===== config.mk =====
export PLATFORM = sky130hd
export DESIGN_NAME = if_id
export DESIGN_NICKNAME = d
export VERILOG_FILES = /design/src/logic/isa_pkg.sv /design/src/logic/decode_pkg.sv /design/src/logic/if_id.sv /design/src/logic/operand_router.sv /design/src/logic/op_classifier.sv
export VERILOG_INCLUDE_DIRS = /design/src /design/src/logic
export SDC_FILE = /design/constraint.sdc
export NUM_CORES = 1
export LEC_CHECK = 0
export ABC_AREA = 1
export BUFFER_PORTS_ARGS = -buffer_cell sky130_fd_sc_hd__buf_2
export CAP_MARGIN = 0
export CORE_ASPECT_RATIO = 1.25
export CORE_MARGIN = 3
export CORE_UTILIZATION = 45
export DETAILED_ROUTE_END_ITERATION = 16
export PLACE_DENSITY = 0.76
export SYNTH_ARGS = -nofsm -noshare
export SYNTH_HDL_FRONTEND = slang
export SYNTH_HIERARCHICAL = 1
export SYNTH_SLANG_ARGS = --single-unit
export TNS_END_PERCENT = 5

===== constraint.sdc =====
create_clock -name clk -period 1.8 [get_ports clk]
set_input_delay 0.18 -clock clk [delete_from_list [all_inputs] [get_ports clk]]
set_output_delay 0.18 -clock clk [all_outputs]
set_load 0.02 [all_outputs]

===== src/logic/if_id_config.svh =====
////////////////////////////////////////////////////////////////////////////
// Width settings of the instruction decode stage:
// word, opcode, register address, immediate and route tag widths
////////////////////////////////////////////////////////////////////////////

`ifndef IF_ID_CONFIG_SVH
`define IF_ID_CONFIG_SVH

// instruction and data word
`define IF_ID_WORD_W 32

`define IF_ID_OP_W   6   // major opcode in the top bits
`define IF_ID_REG_AW 5   // register file address

// immediate fields
`define IF_ID_IMM_W  16  // I format
`define IF_ID_LUI_W  21  // LUI carries a wider field

`define IF_ID_TAG_W  3   // route tag of the decoded command

`endif

===== src/logic/isa_pkg.sv =====
////////////////////////////////////////////////////////////////////////////
// Instruction set encodings: opcode values, operand formats
// and route tags used by the decode stage
////////////////////////////////////////////////////////////////////////////

`default_nettype none

`include "if_id_config.svh"

package isa_pkg;

    // major opcodes of the kept instructions
    typedef enum logic [`IF_ID_OP_W-1:0] {
        OP_ADD     = 6'b000000,
        OP_SUB     = 6'b000001,
        OP_AND     = 6'b000010,
        OP_OR      = 6'b000011,
        OP_XOR     = 6'b000100,
        OP_SLT     = 6'b000101,
        OP_ADDI    = 6'b000110,
        OP_ANDI    = 6'b000111,
        OP_ORI     = 6'b001000,
        OP_LUI     = 6'b001001,
        OP_LW      = 6'b001010,  // load word
        OP_SW      = 6'b001011,  // store word
        OP_LB      = 6'b001100,  // load byte
        OP_SB      = 6'b001101,  // store byte
        OP_BEQ     = 6'b001110,
        OP_BNE     = 6'b001111,
        OP_BLEZ    = 6'b010000,
        OP_BGTZ    = 6'b010001,
        OP_J       = 6'b010010,
        OP_JAL     = 6'b010011,
        OP_SLL     = 6'b010110,
        OP_SRL     = 6'b010111,
        OP_SRA     = 6'b011000,
        OP_SLA     = 6'b011001,  // arithmetic left shift
        OP_SYSCALL = 6'b011010,
        OP_BREAK   = 6'b011011,
        OP_MFHI    = 6'b011100,
        OP_MFLO    = 6'b011101,
        OP_MULT    = 6'b011110,
        OP_DIV     = 6'b011111,
        OP_MOV     = 6'b101010,
        OP_NOR     = 6'b101011,
        OP_NOT     = 6'b101100
    } opcode_e;

    // which instruction fields land in rs, rt, rd and imm
    typedef enum logic [2:0] {
        FMT_NONE    = 3'd0,  // every field zero
        FMT_R3      = 3'd1,  // rs, rt, rd
        FMT_R2      = 3'd2,  // rs, rd
        FMT_RD_ONLY = 3'd3,
        FMT_RS_ONLY = 3'd4,
        FMT_IMM     = 3'd5,  // rs, rd from 20..16, 16-bit imm
        FMT_LUI     = 3'd6,  // rd from 25..21, 21-bit imm
        FMT_MEM     = 3'd7   // rt, rd plus register read
    } op_format_e;

    // downstream path selector
    typedef enum logic [`IF_ID_TAG_W-1:0] {
        INVALID  = 3'b000,
        MEM_PATH = 3'b001,
        EXEC     = 3'b010,
        FLOW     = 3'b011,
        LUI_PATH = 3'b110
    } route_tag_e;

endpackage

`default_nettype wire


===== src/logic/decode_pkg.sv =====
////////////////////////////////////////////////////////////////////////////
// Decoded command layout: field types and the 88-bit command struct
////////////////////////////////////////////////////////////////////////////

`default_nettype none

`include "if_id_config.svh"

package decode_pkg;

    typedef logic [`IF_ID_OP_W-1:0]   opcode_t;
    typedef logic [`IF_ID_REG_AW-1:0] reg_addr_t;
    typedef logic [`IF_ID_WORD_W-1:0] word_t;

    // field order from msb down matches the execute stage's view
    //   [87:82] opcode
    //   [81:77] rs
    //   [76:72] rt
    //   [71:67] rd
    //   [66:35] imm
    //   [34:3]  mem_addr
    //   [2:0]   tag
    typedef struct packed {
        opcode_t                opcode;
        reg_addr_t              rs;
        reg_addr_t              rt;
        reg_addr_t              rd;
        word_t                  imm;       // zero extended
        word_t                  mem_addr;  // register value for mem ops
        isa_pkg::route_tag_e    tag;
    } dec_cmd_t;

endpackage

`default_nettype wire


===== src/logic/if_id.sv =====
////////////////////////////////////////////////////////////////////////////
// Instruction decode stage top: opcode classifier, operand router
// and the registered decoded command
////////////////////////////////////////////////////////////////////////////

`default_nettype none

`include "if_id_config.svh"

module if_id (
    input  logic                     clk,
    input  logic                     rst,
    input  logic [`IF_ID_WORD_W-1:0] command,
    input  logic [`IF_ID_WORD_W-1:0] id_reg_search,  // read data for id_reg
    output decode_pkg::reg_addr_t    id_reg,
    output decode_pkg::dec_cmd_t     command_next
);

    isa_pkg::op_format_e  format;
    isa_pkg::route_tag_e  tag;
    decode_pkg::dec_cmd_t cmd_d;

    op_classifier i_op_classifier (
        .opcode (command[`IF_ID_WORD_W-1 -: `IF_ID_OP_W]),
        .format (format),
        .tag    (tag)
    );

    operand_router i_operand_router (
        .command       (command),
        .format        (format),
        .tag           (tag),
        .id_reg_search (id_reg_search),
        .id_reg        (id_reg),
        .cmd_d         (cmd_d)
    );

    // one pipeline register, new command every edge
    always_ff @(posedge clk) begin
        if (rst) begin
            command_next <= '0;
        end else begin
            command_next <= cmd_d;
        end
    end

endmodule

`default_nettype wire


===== src/logic/operand_router.sv =====
////////////////////////////////////////////////////////////////////////////
// Operand router: builds the decoded command from the operand format
// and issues the register read for memory operations
////////////////////////////////////////////////////////////////////////////

`default_nettype none

`include "if_id_config.svh"

module operand_router (
    input  logic [`IF_ID_WORD_W-1:0] command,
    input  isa_pkg::op_format_e      format,
    input  isa_pkg::route_tag_e      tag,
    input  logic [`IF_ID_WORD_W-1:0] id_reg_search,
    output decode_pkg::reg_addr_t    id_reg,
    output decode_pkg::dec_cmd_t     cmd_d
);

    // field positions inside the instruction word
    localparam int OP_LSB = `IF_ID_WORD_W - `IF_ID_OP_W;    // 26
    localparam int RS_LSB = OP_LSB - `IF_ID_REG_AW;          // 21
    localparam int RT_LSB = RS_LSB - `IF_ID_REG_AW;          // 16
    localparam int RD_LSB = RT_LSB - `IF_ID_REG_AW;          // 11

    decode_pkg::reg_addr_t rs_f;
    decode_pkg::reg_addr_t rt_f;
    decode_pkg::reg_addr_t rd_f;
    decode_pkg::word_t     imm16_zx;
    decode_pkg::word_t     imm21_zx;

    assign rs_f = command[RS_LSB +: `IF_ID_REG_AW];
    assign rt_f = command[RT_LSB +: `IF_ID_REG_AW];
    assign rd_f = command[RD_LSB +: `IF_ID_REG_AW];

    assign imm16_zx = {{(`IF_ID_WORD_W-`IF_ID_IMM_W){1'b0}}, command[`IF_ID_IMM_W-1:0]};
    assign imm21_zx = {{(`IF_ID_WORD_W-`IF_ID_LUI_W){1'b0}}, command[`IF_ID_LUI_W-1:0]};

    always_comb begin
        cmd_d  = '0;
        id_reg = '0;
        if (tag != isa_pkg::INVALID) begin  // unknown opcode leaves all zero
            cmd_d.opcode = command[OP_LSB +: `IF_ID_OP_W];
            cmd_d.tag    = tag;
            case (format)
                isa_pkg::FMT_R3: begin
                    cmd_d.rs = rs_f;
                    cmd_d.rt = rt_f;
                    cmd_d.rd = rd_f;
                end
                isa_pkg::FMT_R2: begin
                    cmd_d.rs = rs_f;
                    cmd_d.rd = rd_f;
                end
                isa_pkg::FMT_RD_ONLY: cmd_d.rd = rd_f;
                isa_pkg::FMT_RS_ONLY: cmd_d.rs = rs_f;
                isa_pkg::FMT_IMM: begin
                    cmd_d.rs  = rs_f;
                    cmd_d.rd  = rt_f;   // destination in bits 20..16
                    cmd_d.imm = imm16_zx;
                end
                isa_pkg::FMT_LUI: begin
                    cmd_d.rd  = rs_f;   // destination in bits 25..21
                    cmd_d.imm = imm21_zx;
                end
                isa_pkg::FMT_MEM: begin
                    cmd_d.rt       = rs_f;
                    cmd_d.rd       = rt_f;
                    id_reg         = rt_f;            // same-cycle register read
                    cmd_d.mem_addr = id_reg_search;
                end
                default: ;  // SYSCALL, BREAK keep only opcode and tag
            endcase
        end
    end

endmodule

`default_nettype wire


===== src/logic/op_classifier.sv =====
////////////////////////////////////////////////////////////////////////////
// Opcode classifier: maps the major opcode to an operand format
// and a route tag, one table for the whole instruction set
////////////////////////////////////////////////////////////////////////////

`default_nettype none

`include "if_id_config.svh"

module op_classifier (
    input  logic [`IF_ID_OP_W-1:0] opcode,
    output isa_pkg::op_format_e    format,
    output isa_pkg::route_tag_e    tag
);

    always_comb begin
        format = isa_pkg::FMT_NONE;  // unknown and floating point
        tag    = isa_pkg::INVALID;
        case (isa_pkg::opcode_e'(opcode))
            // three register ops
            isa_pkg::OP_ADD, isa_pkg::OP_SUB, isa_pkg::OP_AND,
            isa_pkg::OP_OR, isa_pkg::OP_XOR, isa_pkg::OP_SLT,
            isa_pkg::OP_NOR: begin
                format = isa_pkg::FMT_R3;
                tag    = isa_pkg::EXEC;
            end
            isa_pkg::OP_SLL, isa_pkg::OP_SRL, isa_pkg::OP_SRA,
            isa_pkg::OP_SLA: begin
                format = isa_pkg::FMT_R3;  // shift amount sits in rt
                tag    = isa_pkg::EXEC;
            end
            isa_pkg::OP_MULT, isa_pkg::OP_DIV: begin
                format = isa_pkg::FMT_R3;
                tag    = isa_pkg::EXEC;
            end
            isa_pkg::OP_BEQ, isa_pkg::OP_BNE: begin
                format = isa_pkg::FMT_R3;
                tag    = isa_pkg::FLOW;
            end
            // two register ops
            isa_pkg::OP_BLEZ, isa_pkg::OP_BGTZ: begin
                format = isa_pkg::FMT_R2;
                tag    = isa_pkg::FLOW;
            end
            isa_pkg::OP_MOV, isa_pkg::OP_NOT: begin
                format = isa_pkg::FMT_R2;
                tag    = isa_pkg::EXEC;
            end
            // immediates
            isa_pkg::OP_ADDI, isa_pkg::OP_ANDI, isa_pkg::OP_ORI: begin
                format = isa_pkg::FMT_IMM;
                tag    = isa_pkg::EXEC;
            end
            isa_pkg::OP_LUI: begin
                format = isa_pkg::FMT_LUI;
                tag    = isa_pkg::LUI_PATH;
            end
            isa_pkg::OP_LW, isa_pkg::OP_SW, isa_pkg::OP_LB, isa_pkg::OP_SB: begin
                format = isa_pkg::FMT_MEM;
                tag    = isa_pkg::MEM_PATH;
            end
            // jumps carry the target register only
            isa_pkg::OP_J: begin
                format = isa_pkg::FMT_RS_ONLY;
                tag    = isa_pkg::FLOW;
            end
            isa_pkg::OP_JAL: begin
                format = isa_pkg::FMT_RS_ONLY;
                tag    = isa_pkg::EXEC;  // link write goes through execute
            end
            isa_pkg::OP_MFHI, isa_pkg::OP_MFLO: begin
                format = isa_pkg::FMT_RD_ONLY;
                tag    = isa_pkg::EXEC;
            end
            isa_pkg::OP_SYSCALL: begin
                format = isa_pkg::FMT_NONE;
                tag    = isa_pkg::FLOW;
            end
            isa_pkg::OP_BREAK: begin
                format = isa_pkg::FMT_NONE;
                tag    = isa_pkg::EXEC;
            end
            default: begin
                format = isa_pkg::FMT_NONE;
                tag    = isa_pkg::INVALID;
            end
        endcase
    end

endmodule

`default_nettype wire


==> results.md, run 1 <==
- The maximum level of the CTS H-tree is 3.
- After clock tree synthesis, the clock-pin slew on the worst setup and hold paths is 0.09 ns.
- Among all flip-flop cells after synthesis, the most frequent one is sky130_fd_sc_hd__dfxtp_1.
- The buffer levels on the longest clock path is 2.
- The instance area after placement is 0.00467 mm2.
- The count of filler cells inserted in the layout is 710.
- The routed layout has 3713 vias.
- The chip width is 87.6 um.
- The minimum clock period is 1.80 ns.
- The critical path contains buffers and inverters numbering 5 combined.
- The maximum number of pins on one net before global-route repair is 89.
- For this block, the initial DRC count from the detailed router was 169.
- The via density per instance is 4.49.
- Data on the critical path is required at its endpoint by 1.62 ns.
- The kind of cell adding the most delay to the critical path is simple AND/OR/NAND/NOR gates.
- The hold buffer count at cts is 0.
- Combinational logic is responsible for 14.7% of the overall power.
- By area the synthesized netlist is led by sky130_fd_sc_hd__dfxtp_1 (47%), sky130_fd_sc_hd__nor2_1 (17%), sky130_fd_sc_hd__inv_1 (11%).
- The total power per unit cell area is 797 mW/mm2.
- After synthesis, flip-flops and latches occupy 47.1% of the total area.
- The setup path with the least slack is of type primary input to output pin.
- For this run, design rule violations remaining after detail routing come to 0.
- After synthesis, the most frequently instantiated cells are sky130_fd_sc_hd__nor2_1 (170), sky130_fd_sc_hd__inv_1 (113), sky130_fd_sc_hd__dfxtp_1 (88).
- Counting distinct cell types in the post-synthesis netlist gives 22.
- The worst setup path is captured at an output pin.
- The category of the worst setup path launch point is a primary input.
- The slowest stage cell on the critical path is sky130_fd_sc_hd__o21ai_2.
- The root buffer cell chosen for the clock tree is sky130_fd_sc_hd__clkbuf_8.
- Based on the critical path, the design can be clocked at up to 556 MHz.
- The internal power consumption is 3.00 mW.
- The number of maximum-capacitance constraint violations is 0.
- The net count of the finished layout is 799.
- The average routed wire per standard cell is 11.9 um.
- For this run, the number of Yosys warnings is 6.
- The first global-routing pass estimated 15100 um of wire.
- The number of diodes is 0.
- In this run the remaining antenna-violating nets after routing total 0.
- The floorplan core area is 0.00793 mm2.
- Counting every instance in the synthesized netlist gives 551.
- The flow ran to the end, and the final reports show no timing, DRC or antenna violations.
- The largest registers in the layout are command_next x88.
- The final critical path takes up 99.9% of the cycle.
- The classification of the worst-slack hold path is primary input to flip-flop.
- Walking the worst path, the cells encountered are buf_2 > inv_4 > ha_4 > inv_1 > o21ai_2 > nand3_2 > nor2_4 > nand2_2 > nor2_4 > clkinv_4 > nor2_4 > buf_6.
- The number of endpoints with negative hold slack in the final report is 0.
- Setup violations remaining at the end of the flow were counted as 0.
- In this design, the critical path's most frequently occurring cell is sky130_fd_sc_hd__nor2_4.
- The worst slack on hold paths is 0.108 ns.
- The first detailed-routing pass took 4 iterations.
- The relative contribution of sequential cells to total power is 49.1%.
- Summed over all layers, the global routing overflow is 0.
- The top register by number of flip-flops is command_next.
- Input and output buffers added on the ports amount to 158.
- The largest fanout of any net on the critical path is 5.
- The flip-flop count of the largest register after layout is 88.
- The cell taking the most area after synthesis is sky130_fd_sc_hd__dfxtp_1.
- The analysis attributes to net switching a power of 1.07 mW.
- Across every metal layer, demand over resource in global routing totals 20.3%.
- Per report_power, the clock group accounts for 36.2% of the total.
- The number of global-route vias before repair is 3475.
- At the end of the flow the core is filled with cells to 64.4%.
- The fraction of final layout cells with drive strength greater than 1 is 32.2%.
- Once detailed placement completed, the half-perimeter wirelength came to 7200 um.
- The count of final max-slew check failures is 0.
- The initial antenna violation count is 0.
- Yosys instantiated no cell more often than sky130_fd_sc_hd__nor2_1.
- In this run, CTS created clock tree buffers numbering 9.
- The total number of placement rows is 36.
- Once the floorplan was initialized, standard cells occupied 47.2% of the core.
- The final non-filler cell area is 0.00510 mm2.
- The die is 108 um tall.
- The summed instance area of the synthesized netlist is 0.00374 mm2.
- After synthesis the netlist holds a flip-flop and latch count of 88.
- The average footprint of a synthesized cell is 6.79 um2.
- At the end of routability-driven placement, the weighted congestion stood at 0.895.
- Relative to the synthesized area, the layout overhead comes to 36.4%.
- The fraction of registers with async set or reset after synthesis is 0%.
- The peak supply drop is 744 uV.
- The tree built by TritonCTS fans out to 88 sinks.
- The final layout contains routed wiring with a total length of 9830 um.
- The CTS tree is yes.
- The floorplan die area is 0.00945 mm2.
- The leakage power summed over all cells is 2.61 nW.
- The number of top-level pins is 159.
- In this design, the stage delay of the slowest critical-path cell is 0.17 ns.
- The data arrival time of the critical path is 1.62 ns.
- The number of enable-type register cells in the synthesized netlist is 0.
- The switching portion of total power is 26.3%.
- The share of Yosys cell area claimed by the top area cell type is 47.1%.
## power by group through the flow
stage,Clock [mW],Combinational [mW],Sequential [mW]
floorplan,0,0.277,2.10
global placement,0,0.541,2.04
detailed placement,0,0.548,2.04
CTS,1.52,0.554,2.00
global route,1.60,0.664,2.00
finish,1.47,0.599,2.00
## placed cells by master, fill, tap and decap left out, types with 3 or more instances in the layout
master / netlist / routed
sky130_fd_sc_hd__o21ai_1: 2 / 3
sky130_fd_sc_hd__nor2_1: 170 / 164
sky130_fd_sc_hd__o21ai_0: 8 / 6
sky130_fd_sc_hd__nor3_1: 10 / 10
sky130_fd_sc_hd__buf_4: 15 / 32
sky130_fd_sc_hd__nand2_1: 85 / 82
sky130_fd_sc_hd__buf_6: 6 / 6
sky130_fd_sc_hd__nor2_4: 0 / 8
sky130_fd_sc_hd__ha_1: 6 / 4
sky130_fd_sc_hd__inv_1: 113 / 110
sky130_fd_sc_hd__buf_2: 12 / 152
sky130_fd_sc_hd__conb_1: 1 / 11
sky130_fd_sc_hd__nand4_1: 6 / 6
sky130_fd_sc_hd__dfxtp_1: 88 / 88
sky130_fd_sc_hd__nand2_2: 2 / 6
sky130_fd_sc_hd__nand3_1: 11 / 10
sky130_fd_sc_hd__clkbuf_8: 0 / 9
sky130_fd_sc_hd__a21oi_2: 0 / 3
sky130_fd_sc_hd__buf_12: 0 / 3
## final timing paths
check	startpoint	end	slack, ns	cells after the start
worst max-delay path	command[27]	id_reg[2]	0.001	12
worst min-delay path	id_reg_search[11]	command_next[14]	0.11	5
## timing repair
item	CTS	global route
setup buffers	2	5
gates resized for setup	8	41
endpoints found under the setup margin	5	17
pin swaps	4	11
gates cloned	0	1
## per-stage QoR
step                      worst slack [ns]  total power, mW  std cells  TNS (ns)
after floorplan                    0.00225             2.37        561         0
after global placement              -0.122             2.58        803     -3.56
after detailed placement            -0.240             2.59        803    -10.59
after CTS                           0.0229             4.07        821         0
after global routing               -0.0829             4.27        827    -0.512
final                              0.00125             4.07        827         0
## layout make-up
| cell class | count | area, um2 | area share [%] |
|---|---|---|---|
| Clock buffer | 9 | 124 | 2.43 |
| Clock inverter | 7 | 93.8 | 1.84 |
| Inverter | 115 | 442 | 8.65 |
| Multi-Input combinational cell | 320 | 1440 | 28.1 |
| Sequential cell | 88 | 1760 | 34.5 |
| Tap cell | 95 | 119 | 2.33 |
| Timing Repair Buffer | 193 | 1130 | 22.1 |
## cells by family (layout without fill, tap and decap cells)
group / Yosys count / count (layout) / share of synthesized area (%)
AOI/OAI and AO/OA: 15 / 15 / 2.01
and+or+nand+nor: 287 / 288 / 30.2
other: 1 / 11 / 0.100
buffers and inverters: 154 / 324 / 18.6
DFF: 88 / 88 / 47.1
adders and majority gates: 6 / 6 / 2.01
## metal layers
metal  track usage, %  share of wire (%)  wire (um)  vias to the layer above
met5                0                  0          0                        -
met4             8.22                2.1        208                        0
met3             5.34                9.0        883                       22
met2             35.1                 50       4960                      175
met1             23.4                 38       3780                     1618
li1                 -                  -          -                     1898
Note: power is estimated with default switching activity, not from simulation.
==> run 2, diff against run 1 <==
Settings changed: ABC_AREA 1 to default.
==> results.md, run 2 <==
- The detail route stage leaves a number of antenna-violating nets equal to 0.
- Max-cap violations in this run came to 0.
- The floorplan core area is 0.00793 mm2.
- The number of endpoints with negative hold slack in the final report came to 0.
- After the first detailed-routing iteration, the DRC count stood at 119.
- The via density per instance is 4.86.
- Among all cell types in the netlist, the one instantiated most often is sky130_fd_sc_hd__nor2b_1.
- The most common cell after layout, fill and taps aside is sky130_fd_sc_hd__buf_2.
- The share of the cycle needed by the critical path after routing is 109%.
- Dividing the detail-routed wire length by the instance count gives 14.4 um.
- The startpoint of the worst hold path is id_reg_search[13].
- Dividing the synthesized area by the synthesized cell count gives 8.76 um2.
- The chip width is 87.6 um.
- The count of placed standard cells including taps is 680.
- The flip-flop count of the largest register after layout is 88.
- The number of library cell types mapped by synthesis is 37.
- The path with the worst hold slack has its endpoint at command_next[16].
- The fraction of final layout cells with drive strength greater than 1 is 46.3%.
- For this design, the sink count on the clock tree is 88.
- For this configuration, the core starts out at a cell density of 47.2%.
- The worst hold path belongs to the class primary input to flip-flop.
- The number of top-level pins is 159.
- Grouping stages by cell kind, the critical path spends the most delay in buffers and inverters.
- Tracing the worst setup path back leads to its startpoint at command[27].
- The number of cells on the worst hold path is 4.
- The maximum operating frequency is 510 MHz.
- On the critical path, the stage with the largest delay is an instance of sky130_fd_sc_hd__a221oi_2.
- The worst setup path is captured at an output pin.
- The count of final max-slew check failures is 0.
- After synthesis, flip-flops and latches occupy 47.1% of the total area.
- For this design the ratio of total power to cell area is 758 mW/mm2.
- The synthesized design spends more area on one cell type than any other, namely sky130_fd_sc_hd__dfxtp_1.
- The number of global-route vias before repair is 3291.
- The final non-filler cell area is 0.00551 mm2.
- The first-pass GRT wire length is 15100 um.
- By count the netlist is led by sky130_fd_sc_hd__nor2b_1 (95), sky130_fd_sc_hd__dfxtp_1 (88), sky130_fd_sc_hd__nor3_1 (58).
- Of all nets on the critical path, the largest fanout is 5.
- The summed instance area of the synthesized netlist is 0.00374 mm2.
- The met2 usage is 37.3%.
- The initial antenna violation count is 0.
- The peak supply drop is 490 uV.
- The maximum number of pins on one net before global-route repair is 89.
- The clock passes through at most 2 buffers.
- The number of clock buffers added by TritonCTS is 9.
- The worst slack on hold paths is 0.162 ns.
- The CTS clock-pin slew for the worst setup and hold paths is 0.09 ns.
- The global routing's busiest layer is met2.
- Global routing consumed, over all layers together, 20.3% of the routing resources.
- The signal on the critical path passes through buf_8 > buf_12 > nor4b_4 > a31oi_1 > a221oi_2 > buf_4 > nor3_4 > buf_12 > nor3_4 > buf_6.
- The smallest clock period supported by the final layout is computed as 1.96 ns.
- Counting flops with an async set or reset pin after synthesis yields a share of 0%.
- Setup repair after global routing could not meet its margin everywhere.
- The setup path with the least slack is of type primary input to output pin.
- The layout has 633 filler cells.
- The max-slew headroom at the worst pin is 47.1%.
- The buffering stage count on the worst path with inverters included is 5.
- The number of synthesis warnings is 6.
- The floorplan die area is 0.00945 mm2.
- The post-DP HPWL is 6980 um.
- The H-tree was split into 3 levels.
- TritonCTS built the clock tree.
- In this design, the stage delay of the slowest critical-path cell is 0.37 ns.
- The worst setup margin is -0.160 ns.
- Sorting the synthesized cells by area gives the leading types as sky130_fd_sc_hd__dfxtp_1 (47%), sky130_fd_sc_hd__nor2b_1 (16%), sky130_fd_sc_hd__nor3_1 (7.8%).
- The final core utilization is 69.6%.
- In this run the static leakage power is 2.53 nW.
- The congestion estimate from routability-driven global placement came to 0.939.
- In this run the cell area measured after placement is 0.00483 mm2.
- Buffers placed on the I/O ports in this run total 158.
- The flow ran to the end, but the final reports show violations.
- The share of Yosys cell area claimed by the top area cell type is 47.1%.
- The height of the chip is 108 um.
- The synthesized design contains 88 register bits.
- STA classifies the critical path startpoint as a primary input.
- The number of nets in the final layout is 684.
- For met1 alone, demand over resource in global routing was 22.0%.
- The data arrival time of the critical path is 1.78 ns.
- Leaving out fill and tap cells, the most frequent cells in the layout are sky130_fd_sc_hd__buf_2 (150), sky130_fd_sc_hd__nor2b_1 (92), sky130_fd_sc_hd__dfxtp_1 (88).
- The final non-filler cell total is 711.
- In this run, synthesis inferred 0 flip-flops with an integrated enable.
- Hold repair after CTS inserted 0 buffers.
- The final setup violation count is 29.
- The global-route track usage on met3 is 3.43%.
- Compared with the post-synthesis result, the final layout area differs by 47.4%.
- The top register by number of flip-flops is command_next.
- For this run, the leading register cell type out of synthesis is sky130_fd_sc_hd__dfxtp_1.
- The checks that failed: negative setup slack.
- The total grt overflow is 0.
- The number of standard cells after synthesis is 427.
- The library cell used as clock root buffer is sky130_fd_sc_hd__clkbuf_8.
- The pin slew with the least headroom to its limit is 0.792 ns.
- For this run, the detailed router's first-pass iteration total came to 4.
- The floorplan has 36 rows.
- The number of diodes is 0.
- The number of remaining DRC errors is 0.
- The largest registers in the layout are command_next x88.
- Across all layers, the routed design uses 3456 vias.
- The worst endpoint required time is 1.62 ns.
- After detailed routing, the total wire length is 10200 um.
==> run 2: cell count changes after synthesis, moves of 5 or more <==
cell                       change
sky130_fd_sc_hd__or3b_2        +5
sky130_fd_sc_hd__mux2i_1       +6
sky130_fd_sc_hd__buf_2         +9
sky130_fd_sc_hd__nand3_1       -6
sky130_fd_sc_hd__nand2_1      -30
sky130_fd_sc_hd__nand4_1       -6
sky130_fd_sc_hd__inv_1       -105
sky130_fd_sc_hd__o21ai_0       -6
sky130_fd_sc_hd__nor3_1       +48
sky130_fd_sc_hd__nor2b_1      +95
sky130_fd_sc_hd__nor2_1      -160
sky130_fd_sc_hd__a211oi_1     +11
==> run 2: repair_timing <==
action / 4_1_cts / 5_1_grt
buffers inserted: 12 / 2
setup endpoints to repair: 21 / 60
gates cloned: 1 / 1
pin swaps: 12 / 19
resized for setup: 44 / 35
==> run 2: cell type report <==
type                    instances  area (um2)  share of cell area (%)
flip-flops and latches         88        1760                    31.9
clock buffers                  10         128                    2.31
repair buffers                211        1410                    25.5
clock inverters                 5        58.8                    1.07
inverters                       8        33.8                   0.613
well taps                      95         119                    2.16
multi-input cells             294        2010                    36.4
==> run 2: worst max path at each step <==
stage | to | depth (start not counted)
finish | id_reg[2] | 10
global route | id_reg[3] | 10
CTS | id_reg[4] | 9
detailed placement | command_next[35] | 10
global placement | command_next[37] | 10
floorplan | command_next[72] | 9
==> run 2: metal layers <==
layer  routed length, um  vias up  share of wire (%)
li1                    -     1736                  -
met1                3860     1585                 38
met2                5500      115                 54
met3                 577       20                5.7
met4                 267        0                2.6
met5                   0        -                  0
==> run 2: power breakdown <==
part	internal, mW	leakage [nW]	switching (mW)	total [mW]
clock	0.635	0.0883	0.683	1.32
sequential	1.99	0.714	0.0106	2.00
combinational	0.395	1.73	0.469	0.864
total	3.02	2.53	1.16	4.18
==> run 2: kinds of logic after synthesis <==
family | Yosys count | share of synthesized area (%)
AOI/OAI and AO/OA | 31 | 5.92
other | 1 | 0.100
muxes | 7 | 2.01
and+or+nand+nor | 238 | 34.2
DFF | 88 | 47.1
xor gates and xnor gates | 1 | 0.234
buffers and inverters | 55 | 8.43
adders and majority gates | 6 | 2.01
==> run 2: stage by stage <==
stage / TNS (ns) / power [mW] / setup slack [ns]
floorplan: -0.959 / 2.46 / -0.0799
global placement: -16.42 / 2.71 / -0.367
detailed placement: -20.30 / 2.72 / -0.467
CTS: -1.24 / 4.13 / -0.124
global route: -4.26 / 4.34 / -0.191
finish: -1.65 / 4.18 / -0.160
==> run 3, diff against run 2 <==
Settings changed: CORE_UTILIZATION 45 to 30, MAX_ROUTING_LAYER from default to met4, PLACE_DENSITY 0.76 to default.
==> results.md, run 3 (synthesis results as in run 2) <==
- The number of diodes is 0.
- Of all nets on the critical path, the largest fanout is 8.
- The largest registers in the layout are command_next x88.
- The count of buffers added on input and output ports is 158.
- TritonCTS created 9 clock buffers.
- The register with the most flip-flops in the layout has 88 of them.
- Row generation in the floorplan step produced 45 rows.
- The critical path ends at id_reg[4].
- The most common cell after layout, fill and taps aside is sky130_fd_sc_hd__buf_2.
- TritonCTS built the clock tree.
- The count of nets left with antenna violations once routing finished came out at 0.
- The total power per unit cell area is 842 mW/mm2.
- The leakage power summed over all cells is 2.55 nW.
- At the placement stage, the worst setup path has a slack of -0.359 ns.
- The total area inside the core boundary comes to 0.0122 mm2.
- The final weighted congestion in routability-driven placement is 0.820.
- In this run the deepest clock path goes through 2 buffers.
- The first global-routing pass estimated 16200 um of wire.
- command_next holds more flip-flops than any other register.
- The pin slew with the least headroom to its limit is 0.632 ns.
- The worst setup path category is primary input to output pin.
- The tree built by TritonCTS fans out to 88 sinks.
- The maximum operating frequency is 538 MHz.
- The post-DP HPWL is 7750 um.
- The category of the worst setup path launch point is a primary input.
- For this block, the via count after detailed routing is 3449.
- The internal power consumption is 3.43 mW.
- The final non-filler cell total is 777.
- After clock tree synthesis, the clock-pin slew on the worst setup and hold paths is 0.07 ns.
- The library cells used most frequently in the layout, excluding fill and tap cells, are sky130_fd_sc_hd__buf_2 (152), sky130_fd_sc_hd__nor2b_1 (89), sky130_fd_sc_hd__dfxtp_1 (88).
- The final reports fail on negative setup slack.
- For this configuration, the core starts out at a cell density of 30.8%.
- The instance area after placement is 0.00490 mm2.
- Traced cell by cell, the critical path runs through buf_8 > buf_8 > mux2_4 > o32a_1 > nor2_4 > nor3_4 > buf_12 > nor3_4 > buf_6.
- The sequential standard cell area is 0.00176 mm2.
- The worst-case IR drop observed on VDD is 408 uV.
- The number of maximum-capacitance constraint violations is 0.
- The library cell used as clock root buffer is sky130_fd_sc_hd__clkbuf_16.
- The max-slew headroom at the worst pin is 57.5%.
- Setup violations remaining at the end of the flow were counted as 19.
- The total power draw is 4.67 mW.
- The critical path startpoint is command[27].
- The relative contribution of sequential cells to total power is 42.8%.
- The wire length reported by the detailed router is 10700 um.
- The number of global-route vias before repair came to 3245.
- In the routed design, unresolved DRC markers number 0.
- The count of placed standard cells including taps is 748.
- For this block, the initial DRC count from the detailed router was 143.
- In this run switching power makes up 26.6% of total power.
- The final non-filler cell area is 0.00555 mm2.
- The die covers 0.0139 mm2.
- In the final design database the tool counted 680 nets.
- The layout has 1219 filler cells.
- Once routing completed, OpenROAD measured the worst setup slack at -0.0583 ns.
- In this design, the stage delay of the slowest critical-path cell is 0.33 ns.
- The reported net switching power is 1.24 mW.
- From synthesis to final layout, the design area changed by 48.4%.
- Pin placement for this block handled 159 I/O pins.
- Setup repair after global routing could not meet its margin everywhere.
- The first-pass detailed-route iteration total is 4.
- The total area of multi-input combinational cells is 0.00194 mm2.
- The slowest stage cell on the critical path is sky130_fd_sc_hd__o32a_1.
- Per report_power, the combinational group accounts for 17.2% of the total.
- The kind of end point of the critical path is an output pin.
- The fraction of final layout cells with drive strength greater than 1 is 44.0%.
- The flow ran to the end, but the final reports show violations.
- The minimum clock period is 1.86 ns.
- Entering global routing, the biggest net connects 89 pins.
- Dividing the detail-routed wire length by the instance count gives 13.8 um.
- Global routing used 15.3% of the available tracks across all layers.
- Data arrives at the worst endpoint at 1.68 ns.
- The H-tree was split into 3 levels.
- The classification of the worst-slack hold path is primary input to flip-flop.
- The floorplan step set the die width to 106 um.
- In the finished design, the share of the clock period the worst path needs comes to 103%.
- Measured along the y axis, the die boundary spans 131 um.
- The portion of total power attributed to the clock network is 40.0%.
- At the worst endpoint, the required time is 1.62 ns.
- The initial antenna violation count is 0.
- The count of final max-slew check failures is 0.
- After global routing the overflow that remains totals 0.
- The number of endpoints with negative hold slack in the final report is 0.
- The via density per instance is 4.44.
==> run 3: cell count changes in the layout (fill, tap and decap cells not counted), moves of 3 or more <==
cell	change
sky130_fd_sc_hd__nor3_2	-15
sky130_fd_sc_hd__buf_4	+3
sky130_fd_sc_hd__buf_6	-6
sky130_fd_sc_hd__nor2b_1	-3
sky130_fd_sc_hd__nor3_1	+13
sky130_fd_sc_hd__buf_12	-3
sky130_fd_sc_hd__clkbuf_16	+9
sky130_fd_sc_hd__clkbuf_8	-9
sky130_fd_sc_hd__nor2b_2	+4
==> run 3: worst max-delay path: cells and delay by family <==
| family | cells | cell delay (ns) |
|---|---|---|
| compound gates | 1 | 0.33 |
| simple gates | 3 | 0.37 |
| mux | 1 | 0.29 |
| buf+inv | 4 | 0.52 |
==> run 3: area by class of cell <==
class,count,share of cell area [%]
Multi-Input combinational cell,294,35.0
Sequential cell,88,31.7
Timing Repair Buffer,207,23.7
Clock buffer,10,4.12
Tap cell,164,3.70
Clock inverter,6,1.24
Inverter,8,0.541
==> run 3: metrics by stage <==
stage | utilization (%) | hold WS (ns) | TNS, ns
after floorplan | - | 0.407 | -0.959
after global placement | 40.3 | 0.524 | -15.54
after detailed placement | 40.3 | 0.526 | -19.84
after CTS | 44.1 | 0.167 | -2.02
after global routing | 45.6 | 0.178 | -2.48
final | 45.6 | 0.181 | -0.425
==> run 3: routing by layer <==
layer | up-vias | part of all wire, % | track usage (%)
met5 | - | 0 | -
met4 | 0 | 2.3 | 6.33
met3 | 18 | 4.7 | 3.05
met2 | 93 | 53 | 27.8
met1 | 1605 | 40 | 16.4
li1 | 1733 | - | -
==> run 3: power groups by stage <==
stage / clock, mW / sequential [mW] / combinational, mW
floorplan: 0 / 2.10 / 0.363
global placement: 0 / 2.04 / 0.674
detailed placement: 0 / 2.05 / 0.682
CTS: 1.93 / 2.00 / 0.755
global route: 2.01 / 2.00 / 0.874
finish: 1.87 / 2.00 / 0.803
==> run 3: what timing repair did <==
action | CTS | global route
endpoints found under the setup margin | 5 | 77
resized for setup | 16 | 40
buffers inserted | 9 | 1
hold buffers | 0 | 0
gates cloned | 1 | 2
pin swaps | 5 | 9
==> run 3: worst min-delay path by stage <==
stage | startpoint | to | slack (ns) | cells after the start
5_1_grt | id_reg_search[22] | command_next[25] | 0.18 | 4
3_3_place_gp | id_reg_search[20] | command_next[23] | 0.52 | 4
3_5_place_dp | command[2] | command_next[37] | 0.53 | 4
2_1_floorplan | command[21] | command_next[77] | 0.41 | 3
6_report | id_reg_search[20] | command_next[23] | 0.18 | 4
4_1_cts | id_reg_search[5] | command_next[8] | 0.17 | 4
